==> config.mk <==
export PLATFORM = sky130hd
export DESIGN_NAME = axiBridge
export DESIGN_NICKNAME = d
export VERILOG_FILES = /design/src/source/axiBridgePkg.sv /design/src/source/axiBridge.sv /design/src/source/bridgeControl.sv /design/src/source/lineAssembler.sv /design/src/source/requestSlot.sv
export SDC_FILE = /design/constraint.sdc
export NUM_CORES = 1
export LEC_CHECK = 0
export BUFFER_PORTS_ARGS = -buffer_cell sky130_fd_sc_hd__buf_2
export CAP_MARGIN = 5
export CORE_AREA = 2 2 175 177
export DETAILED_ROUTE_END_ITERATION = 12
export DIE_AREA = 0 0 177 179
export PLACE_DENSITY = 0.68
export SYNTH_ARGS = -nofsm -noshare
export SYNTH_HDL_FRONTEND = slang
export SYNTH_SLANG_ARGS = --single-unit
==> constraint.sdc <==
create_clock -name clk -period 2.7 [get_ports clk]
set_input_delay 0.405 -clock clk [delete_from_list [all_inputs] [get_ports clk]]
set_output_delay 0.405 -clock clk [all_outputs]
set_load 0.02 [all_outputs]
==> src/source/axiBridgePkg.sv <==
package axiBridgePkg;

    // ************************************************************************
    // Bus constants
    // ************************************************************************

    localparam int WORD_W     = 32;
    localparam int LINE_WORDS = 4;               // Beats per instruction line
    localparam int STRB_W     = WORD_W / 8;

    localparam int ID_W    = 4;
    localparam int LEN_W   = 4;
    localparam int SIZE_W  = 3;
    localparam int BURST_W = 2;

    localparam logic [BURST_W-1:0] BURST_INCR = 2'b01;
    localparam logic [BURST_W-1:0] BURST_WRAP = 2'b10;
    localparam logic [SIZE_W-1:0]  SIZE_WORD  = 3'b010; // 4 bytes per beat

    localparam logic [ID_W-1:0] INST_ID = 4'd0;
    localparam logic [ID_W-1:0] DATA_ID = 4'd1;

    // ************************************************************************
    // AXI channel payloads
    // ************************************************************************

    typedef struct packed {
        logic [ID_W-1:0]    id;
        logic [WORD_W-1:0]  addr;
        logic [LEN_W-1:0]   len;                 // Beats minus one
        logic [SIZE_W-1:0]  size;
        logic [BURST_W-1:0] burst;
    } axiAddr_t;                                 // Shared by AR and AW

    typedef struct packed {
        logic [ID_W-1:0]   id;
        logic [WORD_W-1:0] data;
        logic              last;
    } axiRData_t;

    typedef struct packed {
        logic [WORD_W-1:0] data;
        logic [STRB_W-1:0] strb;
        logic              last;
    } axiWData_t;

    typedef struct packed {
        logic [ID_W-1:0] id;
        logic [1:0]      resp;
    } axiWResp_t;

    // ************************************************************************
    // CPU requests
    // ************************************************************************

    typedef struct packed {
        logic [WORD_W-1:0] pc;
    } instReq_t;

    typedef struct packed {
        logic [WORD_W-1:0] addr;
        logic [WORD_W-1:0] wdata;
        logic [STRB_W-1:0] strb;
        logic              writeEn;
    } dataReq_t;

endpackage

==> src/source/axiBridge.sv <==
`timescale 1ns/1ps

module axiBridge import axiBridgePkg::*; #(
    parameter int lineWords = LINE_WORDS
) (
    input  logic                        clk,
    input  logic                        rst,

    // AXI read address and data
    output logic                        arValid,
    input  logic                        arReady,
    output axiAddr_t                    arPayload,
    input  logic                        rValid,
    output logic                        rReady,
    input  axiRData_t                   rPayload,

    // AXI write address, data and response
    output logic                        awValid,
    input  logic                        awReady,
    output axiAddr_t                    awPayload,
    output logic                        wValid,
    input  logic                        wReady,
    output axiWData_t                   wPayload,
    input  logic                        bValid,
    output logic                        bReady,
    input  axiWResp_t                   bPayload,   // Response code not checked

    // CPU instruction port
    input  logic                        instReqValid,
    output logic                        instReqReady,
    input  instReq_t                    instReq,
    output logic                        instRespValid,
    input  logic                        instRespReady,
    output logic [lineWords*WORD_W-1:0] instLine,

    // CPU data port
    input  logic                        dataReqValid,
    output logic                        dataReqReady,
    input  dataReq_t                    dataReq,
    output logic                        dataRespValid,
    input  logic                        dataRespReady,
    output logic [WORD_W-1:0]           dataWord
);

    logic     instBusy, dataBusy;
    instReq_t instHeld;
    dataReq_t dataHeld;
    logic     instRelease, dataRelease;
    logic     startLine, beatValid;

    requestSlot #(.payload_t(instReq_t)) instSlot (
        .clk         (clk),
        .rst         (rst),
        .reqValid    (instReqValid),
        .reqPayload  (instReq),
        .reqReady    (instReqReady),
        .slotRelease (instRelease),
        .busy        (instBusy),
        .held        (instHeld)
    );

    requestSlot #(.payload_t(dataReq_t)) dataSlot (
        .clk         (clk),
        .rst         (rst),
        .reqValid    (dataReqValid),
        .reqPayload  (dataReq),
        .reqReady    (dataReqReady),
        .slotRelease (dataRelease),
        .busy        (dataBusy),
        .held        (dataHeld)
    );

    lineAssembler #(.lineWords(lineWords)) i_lineAssembler (
        .clk       (clk),
        .rst       (rst),
        .startLine (startLine),
        .beatValid (beatValid),
        .beat      (rPayload),
        .line      (instLine),
        .firstWord (dataWord)
    );

    bridgeControl #(.lineWords(lineWords)) i_bridgeControl (
        .clk           (clk),
        .rst           (rst),
        .instBusy      (instBusy),
        .instHeld      (instHeld),
        .dataBusy      (dataBusy),
        .dataHeld      (dataHeld),
        .arValid       (arValid),
        .arReady       (arReady),
        .arPayload     (arPayload),
        .rValid        (rValid),
        .rReady        (rReady),
        .rPayload      (rPayload),
        .awValid       (awValid),
        .awReady       (awReady),
        .awPayload     (awPayload),
        .wValid        (wValid),
        .wReady        (wReady),
        .wPayload      (wPayload),
        .bValid        (bValid),
        .bReady        (bReady),
        .startLine     (startLine),
        .beatValid     (beatValid),
        .instRelease   (instRelease),
        .dataRelease   (dataRelease),
        .instRespValid (instRespValid),
        .instRespReady (instRespReady),
        .dataRespValid (dataRespValid),
        .dataRespReady (dataRespReady)
    );

endmodule

==> src/source/bridgeControl.sv <==
`timescale 1ns/1ps

module bridgeControl import axiBridgePkg::*; #(
    parameter int lineWords = LINE_WORDS
) (
    input  logic      clk,
    input  logic      rst,

    input  logic      instBusy,
    input  instReq_t  instHeld,
    input  logic      dataBusy,
    input  dataReq_t  dataHeld,

    output logic      arValid,
    input  logic      arReady,
    output axiAddr_t  arPayload,

    input  logic      rValid,
    output logic      rReady,
    input  axiRData_t rPayload,

    output logic      awValid,
    input  logic      awReady,
    output axiAddr_t  awPayload,

    output logic      wValid,
    input  logic      wReady,
    output axiWData_t wPayload,

    input  logic      bValid,
    output logic      bReady,

    output logic      startLine,
    output logic      beatValid,
    output logic      instRelease,
    output logic      dataRelease,

    output logic      instRespValid,
    input  logic      instRespReady,
    output logic      dataRespValid,
    input  logic      dataRespReady
);

    localparam int OFFSET_W = $clog2(lineWords * STRB_W);
    localparam logic [WORD_W-1:0] LINE_MASK = {WORD_W{1'b1}} << OFFSET_W;

    typedef enum logic [2:0] {
        rdIdle,
        rdCollectInst,
        rdCollectData,
        rdRespondInst,
        rdRespondData
    } rdState_t;

    typedef enum logic [1:0] {
        wrIdle,
        wrSendWord,
        wrWaitResp
    } wrState_t;

    rdState_t rdState, rdNext;
    wrState_t wrState, wrNext;

    logic dataRdPending;
    logic dataWrPending;
    logic arHold;                                // AR offered but not yet taken
    logic arHoldData;
    logic arSelData;
    logic arFire, rFire, awFire, wFire, bFire;

    assign dataRdPending = dataBusy && !dataHeld.writeEn;
    assign dataWrPending = dataBusy && dataHeld.writeEn;

    assign arFire = arValid && arReady;
    assign rFire  = rValid && rReady;
    assign awFire = awValid && awReady;
    assign wFire  = wValid && wReady;
    assign bFire  = bValid && bReady;

    // ************************************************************************
    // Read channel
    // ************************************************************************

    // Choice is frozen once AR is offered so the payload stays stable
    assign arSelData = arHold ? arHoldData : dataRdPending;
    assign arValid   = (rdState == rdIdle) && (dataRdPending || instBusy);

    always_ff @(posedge clk) begin
        if (rst) begin
            arHold <= 1'b0;
        end else begin
            arHold <= arValid && !arReady;
        end
    end

    always_ff @(posedge clk) begin
        arHoldData <= arSelData;
    end

    always_comb begin
        arPayload.size  = SIZE_WORD;
        arPayload.burst = BURST_WRAP;
        if (arSelData) begin
            arPayload.id   = DATA_ID;
            arPayload.addr = dataHeld.addr;
            arPayload.len  = '0;
        end else begin
            arPayload.id   = INST_ID;
            arPayload.addr = instHeld.pc & LINE_MASK;   // Line aligned
            arPayload.len  = LEN_W'(lineWords - 1);
        end
    end

    always_comb begin
        rdNext = rdState;
        case (rdState)
            rdIdle: begin
                if (arFire) begin
                    rdNext = arSelData ? rdCollectData : rdCollectInst;
                end
            end
            rdCollectInst: begin
                if (rFire && rPayload.last) begin
                    rdNext = rdRespondInst;
                end
            end
            rdCollectData: begin
                if (rFire && rPayload.last) begin
                    rdNext = rdRespondData;
                end
            end
            rdRespondInst: begin
                if (instRespReady) begin
                    rdNext = rdIdle;
                end
            end
            rdRespondData: begin
                if (dataRespReady) begin
                    rdNext = rdIdle;
                end
            end
            default: rdNext = rdIdle;
        endcase
    end

    always_ff @(posedge clk) begin
        if (rst) begin
            rdState <= rdIdle;
        end else begin
            rdState <= rdNext;
        end
    end

    assign rReady        = (rdState == rdCollectInst) || (rdState == rdCollectData);
    assign startLine     = arFire;               // Resets the beat counter
    assign beatValid     = rFire;
    assign instRespValid = (rdState == rdRespondInst);
    assign dataRespValid = (rdState == rdRespondData);
    assign instRelease   = instRespValid && instRespReady;

    // ************************************************************************
    // Write channel
    // ************************************************************************

    assign awValid = (wrState == wrIdle) && dataWrPending;
    assign wValid  = (wrState == wrSendWord);
    assign bReady  = (wrState == wrWaitResp);

    always_comb begin
        awPayload.id    = DATA_ID;
        awPayload.addr  = dataHeld.addr;
        awPayload.len   = '0;                    // Single beat
        awPayload.size  = SIZE_WORD;
        awPayload.burst = BURST_INCR;
    end

    always_comb begin
        wPayload.data = dataHeld.wdata;
        wPayload.strb = dataHeld.strb;
        wPayload.last = 1'b1;
    end

    always_comb begin
        wrNext = wrState;
        case (wrState)
            wrIdle:     if (awFire) wrNext = wrSendWord;
            wrSendWord: if (wFire)  wrNext = wrWaitResp;
            wrWaitResp: if (bFire)  wrNext = wrIdle;
            default:    wrNext = wrIdle;
        endcase
    end

    always_ff @(posedge clk) begin
        if (rst) begin
            wrState <= wrIdle;
        end else begin
            wrState <= wrNext;
        end
    end

    // Data slot is freed by a read response or a write response
    assign dataRelease = (dataRespValid && dataRespReady) || bFire;

endmodule

==> src/source/lineAssembler.sv <==
`timescale 1ns/1ps

// Collects the beats of a read burst into one line register.
// Beat k of a burst is written into word k.
module lineAssembler import axiBridgePkg::*; #(
    parameter int lineWords = LINE_WORDS
) (
    input  logic                        clk,
    input  logic                        rst,

    input  logic                        startLine,  // AR accepted
    input  logic                        beatValid,  // R beat accepted
    input  axiRData_t                   beat,

    output logic [lineWords*WORD_W-1:0] line,
    output logic [WORD_W-1:0]           firstWord
);

    localparam int CNT_W = (lineWords > 1) ? $clog2(lineWords) : 1;

    logic [CNT_W-1:0]            beatIdx;
    logic [lineWords*WORD_W-1:0] lineReg;

    // ************************************************************************
    // Beat counter
    // ************************************************************************

    always_ff @(posedge clk) begin
        if (rst) begin
            beatIdx <= '0;
        end else if (startLine) begin
            beatIdx <= '0;
        end else if (beatValid) begin
            beatIdx <= beatIdx + 1'b1;
        end
    end

    // ************************************************************************
    // Line storage
    // ************************************************************************

    always_ff @(posedge clk) begin
        if (beatValid) begin
            lineReg[beatIdx*WORD_W +: WORD_W] <= beat.data;
        end
    end

    assign line      = lineReg;
    assign firstWord = lineReg[WORD_W-1:0];     // Single-beat data reads

endmodule

==> src/source/requestSlot.sv <==
`timescale 1ns/1ps

// One-entry holding register between a CPU port and the bridge control.
// The entry is free again one cycle after the control logic releases it.
module requestSlot #(
    parameter type payload_t = logic
) (
    input  logic     clk,
    input  logic     rst,

    input  logic     reqValid,
    input  payload_t reqPayload,
    output logic     reqReady,

    input  logic     slotRelease,              // Pulse from bridgeControl

    output logic     busy,
    output payload_t held
);

    logic accept;

    assign accept   = reqValid && reqReady;
    assign reqReady = ~busy;

    always_ff @(posedge clk) begin
        if (rst) begin
            busy <= 1'b0;
        end else if (accept) begin
            busy <= 1'b1;
        end else if (slotRelease) begin
            busy <= 1'b0;
        end
    end

    always_ff @(posedge clk) begin
        if (accept) begin
            held <= reqPayload;                  // Stable while busy
        end
    end

endmodule

---- After elaboration in Yosys (flattened, before gate mapping) ----
Cells that the tools add are included.
storage, ports and cells
  bits in registers ....................... 240
  bits in latches ......................... 0
  memory bits (writable) .................. 0
  ROM bits ................................ 0
  input bits .............................. 155
  output and inout port bits .............. 296
  logic and storage cells ................. 78
  memories kept ........................... 0
cells by class
  $add $sub $neg .......................... 2
  multiply operators ...................... 0
  divide/modulo/power cells ............... 0
  $lt $le $gt $ge ......................... 0
  eq/ne operators ......................... 14
  shifts and indexed selects .............. 2
  multiplexer cells ....................... 18
  bitwise operators ....................... 2
  reduce and logical (&&, ||, !) cells .... 27
operators by type and width
  kind                                                                        number
  128-bit bitwise mux                                                         1
  32-bit by 34-bit variable shift with 128-bit output (first input constant)  1
  32-bit by 34-bit variable part select with 128-bit output                   1
  37-bit 2-to-1 mux                                                           1
  7-bit negation with 34-bit output                                           1
  1-bit logical AND                                                           15
  3-bit 2-to-1 mux                                                            5
  3-bit case mux with 5 select lines                                          1
  2-bit 2-to-1 mux                                                            4
  2-bit by 1-bit inequality test with 1-bit output (second input constant)    4
  2-bit inequality test (second input constant)                               4
  3-bit by 2-bit equality test with 1-bit output (second input constant)      2
  2-bit case mux with 3 select lines                                          1
  1-bit 2-to-1 mux                                                            5
  5-bit AND reduction                                                         1
  2-bit nonzero test                                                          2
  3-bit by 1-bit equality test with 1-bit output (second input constant)      1
  3-bit equality test (second input constant)                                 1
  3-bit zero test                                                             1
  1-bit logical OR                                                            3
  3-bit AND reduction                                                         1
  2-bit by 1-bit adder with 2-bit output (second input constant)              1
  2-bit by 1-bit equality test with 1-bit output (second input constant)      1
  2-bit equality test (second input constant)                                 1
  4 further kinds                                                             6

---- Logic depth before layout (Yosys ltp) ----
  depth in word-level cells ............... 7
  mapped depth ............................ 6
  gate-level depth less buffers ........... 5

---- Modules after synthesis ----
A second synthesis with hierarchy kept.
second synthesis, totals
  cells, all modules ...................... 622
  area, all modules ....................... 9,819.4 um2
modules (own cells, without submodules)
  module                   instances  cells an instance  area each (um2)
  lineAssembler            1          327                5,185.0
  requestSlot at dataSlot  1          74                 2,115.8
  bridgeControl            1          184                1,514.0
  requestSlot at instSlot  1          37                 1,004.7

---- Worst setup path before layout ----
OpenSTA, ideal clock, no wires.
  path kind ............................... register to register
  start ................................... register dataSlot.busy
  end ..................................... register dataSlot.held[0] in the netlist's numbering, enable pin
  setup time .............................. 0.423 ns
  arrival time ............................ 1.943 ns
  slack ................................... 0.334 ns
  stages on the path, launching flop included .. 4
  buffers on the path ..................... 0
  path through ............................ dfxtp_1 > inv_1 > nand2_1 > inv_1
between the ends
  word-level cells in the longest chain between the ends .. 2
RTL lines
  element                 line               text
  from (decl)             requestSlot.sv:17  output logic busy,
  from (signal assigned)  requestSlot.sv:28  busy <= 1'b0;
  from (signal assigned)  requestSlot.sv:30  busy <= 1'b1;
  from (signal assigned)  requestSlot.sv:32  busy <= 1'b0;
  1-bit inverter          requestSlot.sv:24  assign reqReady = ~busy;
  via dataReqReady        axiBridge.sv:38    output logic dataReqReady,
  1-bit logical AND       requestSlot.sv:23  assign accept = reqValid && reqReady;
  via dataSlot.accept     requestSlot.sv:21  logic accept;
  to (signal assigned)    requestSlot.sv:38  held <= reqPayload;
  to (decl)               requestSlot.sv:18  output payload_t held
The timed path passes the listed nets, and every way through them passes these cells.
A chain may end at the register's enable or synchronous reset.

==> summary.txt <==
Final layout
  • N_diodes: 0
  • NumNets Final: around 1.2k
  • Layout cell share with drive strength beyond 1: 0.478
  • Area Growth Syn to Fin: 27.6%

STA
  • Final hold vios: 0
  • Fin crit period: approximately 2.6 ns
  • Period Utilization, post-route: 0.963
  • Fmax: 384 MHz
  • Max-slew violation count: 0
  • Skew final: about 0.017 ns
  • Fin Hold WS: around 0.050 ns
  • Final setup viols: 0
  • Post-Route Setup TNS: 0 ns
  • RSZ-0062 raised after global routing: no

Place
  • Post-DP HPWL: around 18000 um
  • Number of port buffers: just over 400
  • GPL Wtd Cong: roughly 0.79

CTS
  • Max clock buf depth: 3
  • Root Buffer: clkbuf_16
  • Reg clk slew, reported paths: 0.06 ns
  • H-tree levels: 1
  • Num CTS Buffers: 26
  • Clock latency on the worst-skew pair: around 0.53 ns
  • CTS tree: built
  • Hold_buf cts: 0
  • CTS sink cnt: 236

Job
  • Maxcap violations: 0

GRT
  • Largest net degree at the start of global routing: 49
  • First-pass GRT wire length: ~36000 um
  • Vias in the first global route: around 6k
  • Total GRT Usage: 0.151
  • Initial antenna violation count: 0
  • Total congestion overflow: 0

Worst setup path
  • Worst Path Arrival: 2.20 ns
  • CP Launch Type: flop
  • Crit path capture type: output pin
  • Worst EP required: about 2.3 ns
  • Reg2reg setup slack: about 0.56 ns
  • Reg2Reg Depth: 5
  • Crit-path max FO: 35
  • Crit path kind: reg -> out

Run status
  • Outcome: finished clean

Synth
  • Synth top area cells: edfxtp_1 70%, buf_4 9.8%, and2_1 8.8%
  • Post-synth cell types: 38
  • Commonest cells post-synth: 225 x edfxtp_1, 136 x and2_1, 126 x buf_4
  • Syn Inst Count: 673
  • Number of flops mapped to enable cells by yosys: about 230
  • FFs w/ async S/R, synth: 0
  • Top_reg_cell synth: edfxtp_1
  • Synth Register Bits: 236
  • Area leader, netlist: edfxtp_1
  • Sequential share of the synthesized area: 0.721
  • Synth top area share: 0.698
  • YS warnings: 0
  • Most common cell in the netlist: edfxtp_1
  • Syn_area_per_cell: roughly 14 um^2
  • Mapped cell area: just under 10000 um^2

Die
  • I/O pins: between 400 and 500
  • Core box area: 30000 um^2
  • Die H: about 180 um
  • Initial Utilization: 0.322
  • Core Rows: 64
  • Die width: between 150 and 200 um
  • Die area: between 30000 and 40000 um^2

Routing
  • DR pass1 iterations: 6
  • Initial DRC Count: around 360
  • Final WL: 25200 um
  • WL/cell: around 18 um
  • Remaining DRCs: 0
  • Vias: 6074
  • Post-route ant nets: 0
  • Vias/cell: approximately 4.3

Min path
  • Min-Delay Path Class: in -> reg
  • WHS Path Cells: 1

Power
  • Leak: slightly above 5 nW
  • Pwr dens: between 600 and 700 nW/um^2
  • Max rail drop VDD: ~0.52 mV
## path summary, 6_finish.rpt
check	from	to
worst min-delay path	instReq[19]	instSlot.held[19]
worst max-delay path	dataSlot.held[0]	arPayload[27]
worst min register to register	instSlot.busy	instSlot.busy
worst max register to register	i_lineAssembler.beatIdx[0]	i_lineAssembler.line[44]
## layout make-up
type,instances,area (um^2)
Tap cell,396,495
Clock inverter,21,143
Multi-Input combinational cell,301,1720
Clock buffer,27,676
Sequential cell,236,6980
Inverter,10,41.3
Timing Repair Buffer,428,2280
Fill cell,2820,17700
Timing Repair inverter,1,7.51
## kinds of logic after synthesis
| family | count (synthesis) | share of synthesized area |
|---|---|---|
| adders and majority gates | 5 | 0.00647 |
| muxes | 1 | 0.00103 |
| buffers and inverters | 158 | 0.112 |
| and+or+nand+nor | 255 | 0.143 |
| DFF | 236 | 0.721 |
| other | 2 | 0.000776 |
| AOI/OAI and AO/OA | 14 | 0.0131 |
| xor gates and xnor gates | 2 | 0.00181 |
## flip-flops by register name, indices dropped and copies added (netlist names)
register,count
i_lineAssembler.line,128
dataSlot.held,69
instSlot.held,28
i_bridgeControl.rdState,3
i_bridgeControl.wrState,2
i_lineAssembler.beatIdx,2
dataSlot.busy,1
i_bridgeControl.arHold,1
i_bridgeControl.arHoldData,1
instSlot.busy,1
## critical path, stage by stage, from the launching register on
cell and delay [ns]:
edfxtp_1 0.42, or3b_1 0.41, nand2_2 0.19, buf_8 0.25, nand2_1 0.08, nand2_1 0.11, buf_2 0.18
## through the flow
stage / area (um^2) / power [mW] / cells / utilization / setup WS, ns
5_1_grt: 12300 / 8.76 / 1420 / 0.411 / 0.0131
2_1_floorplan: 9760 / 4.90 / 695 / - / 0.334
3_5_place_dp: 11500 / 5.15 / 1369 / 0.382 / 0.475
6_report: 12300 / 8.42 / 1420 / 0.411 / 0.0987
4_1_cts: 12300 / 8.53 / 1420 / 0.411 / 0.0323
3_3_place_gp: 11500 / 5.13 / 1369 / 0.382 / 0.516
## what timing repair did
action,in CTS,in global routing
setup buffers,2,0
setup endpoints to repair,28,0
hold endpoints to repair,0,0
gates resized for setup,5,0
## routing by layer
metal / wire, um / up-vias / global-route usage
met5: 0 / - / 0
met4: 492 / 0 / 0.0461
met3: 2670 / 30 / 0.0517
met2: 12800 / 328 / 0.272
met1: 9160 / 2905 / 0.168
li1: - / 2811 / -
## report_power, final
group | total [mW] | switching (mW) | leakage [nW] | internal (mW)
clock | 3.34 | 1.42 | 0.393 | 1.91
combinational | 0.855 | 0.562 | 2.58 | 0.293
sequential | 4.22 | 0.0644 | 2.13 | 4.16
## cell usage in the layout, fill, tap and decap left out, drive strengths merged
cell      netlist  routed
o21ai           1       1
and2          136     136
buf           132     428
a41oi           1       1
nand2          89      89
nor4b           1       1
o31ai           1       1
a21oi           3       3
a2111oi         1       1
a221o           1       1
nand2b          2       2
clkinv          0      15
nor3            7       7
and3            1       1
nand3           2       2
nor2            6       6
nor2b           3       3
clkinvlp        0       7
a311oi          1       1
or4b            1       1
or3b            1       1
bufinv          0       1
xnor2           2       2
ha              5       5
a311o           1       1
edfxtp        225     225
inv            10       9
o2111a          1       1
o2111ai         1       1
nor3b           6       6
conb            2      24
a22oi           2       2
dfxtp          11      11
mux2i           1       1
clkbuf         16      27
(Power assumes the default switching activity.)
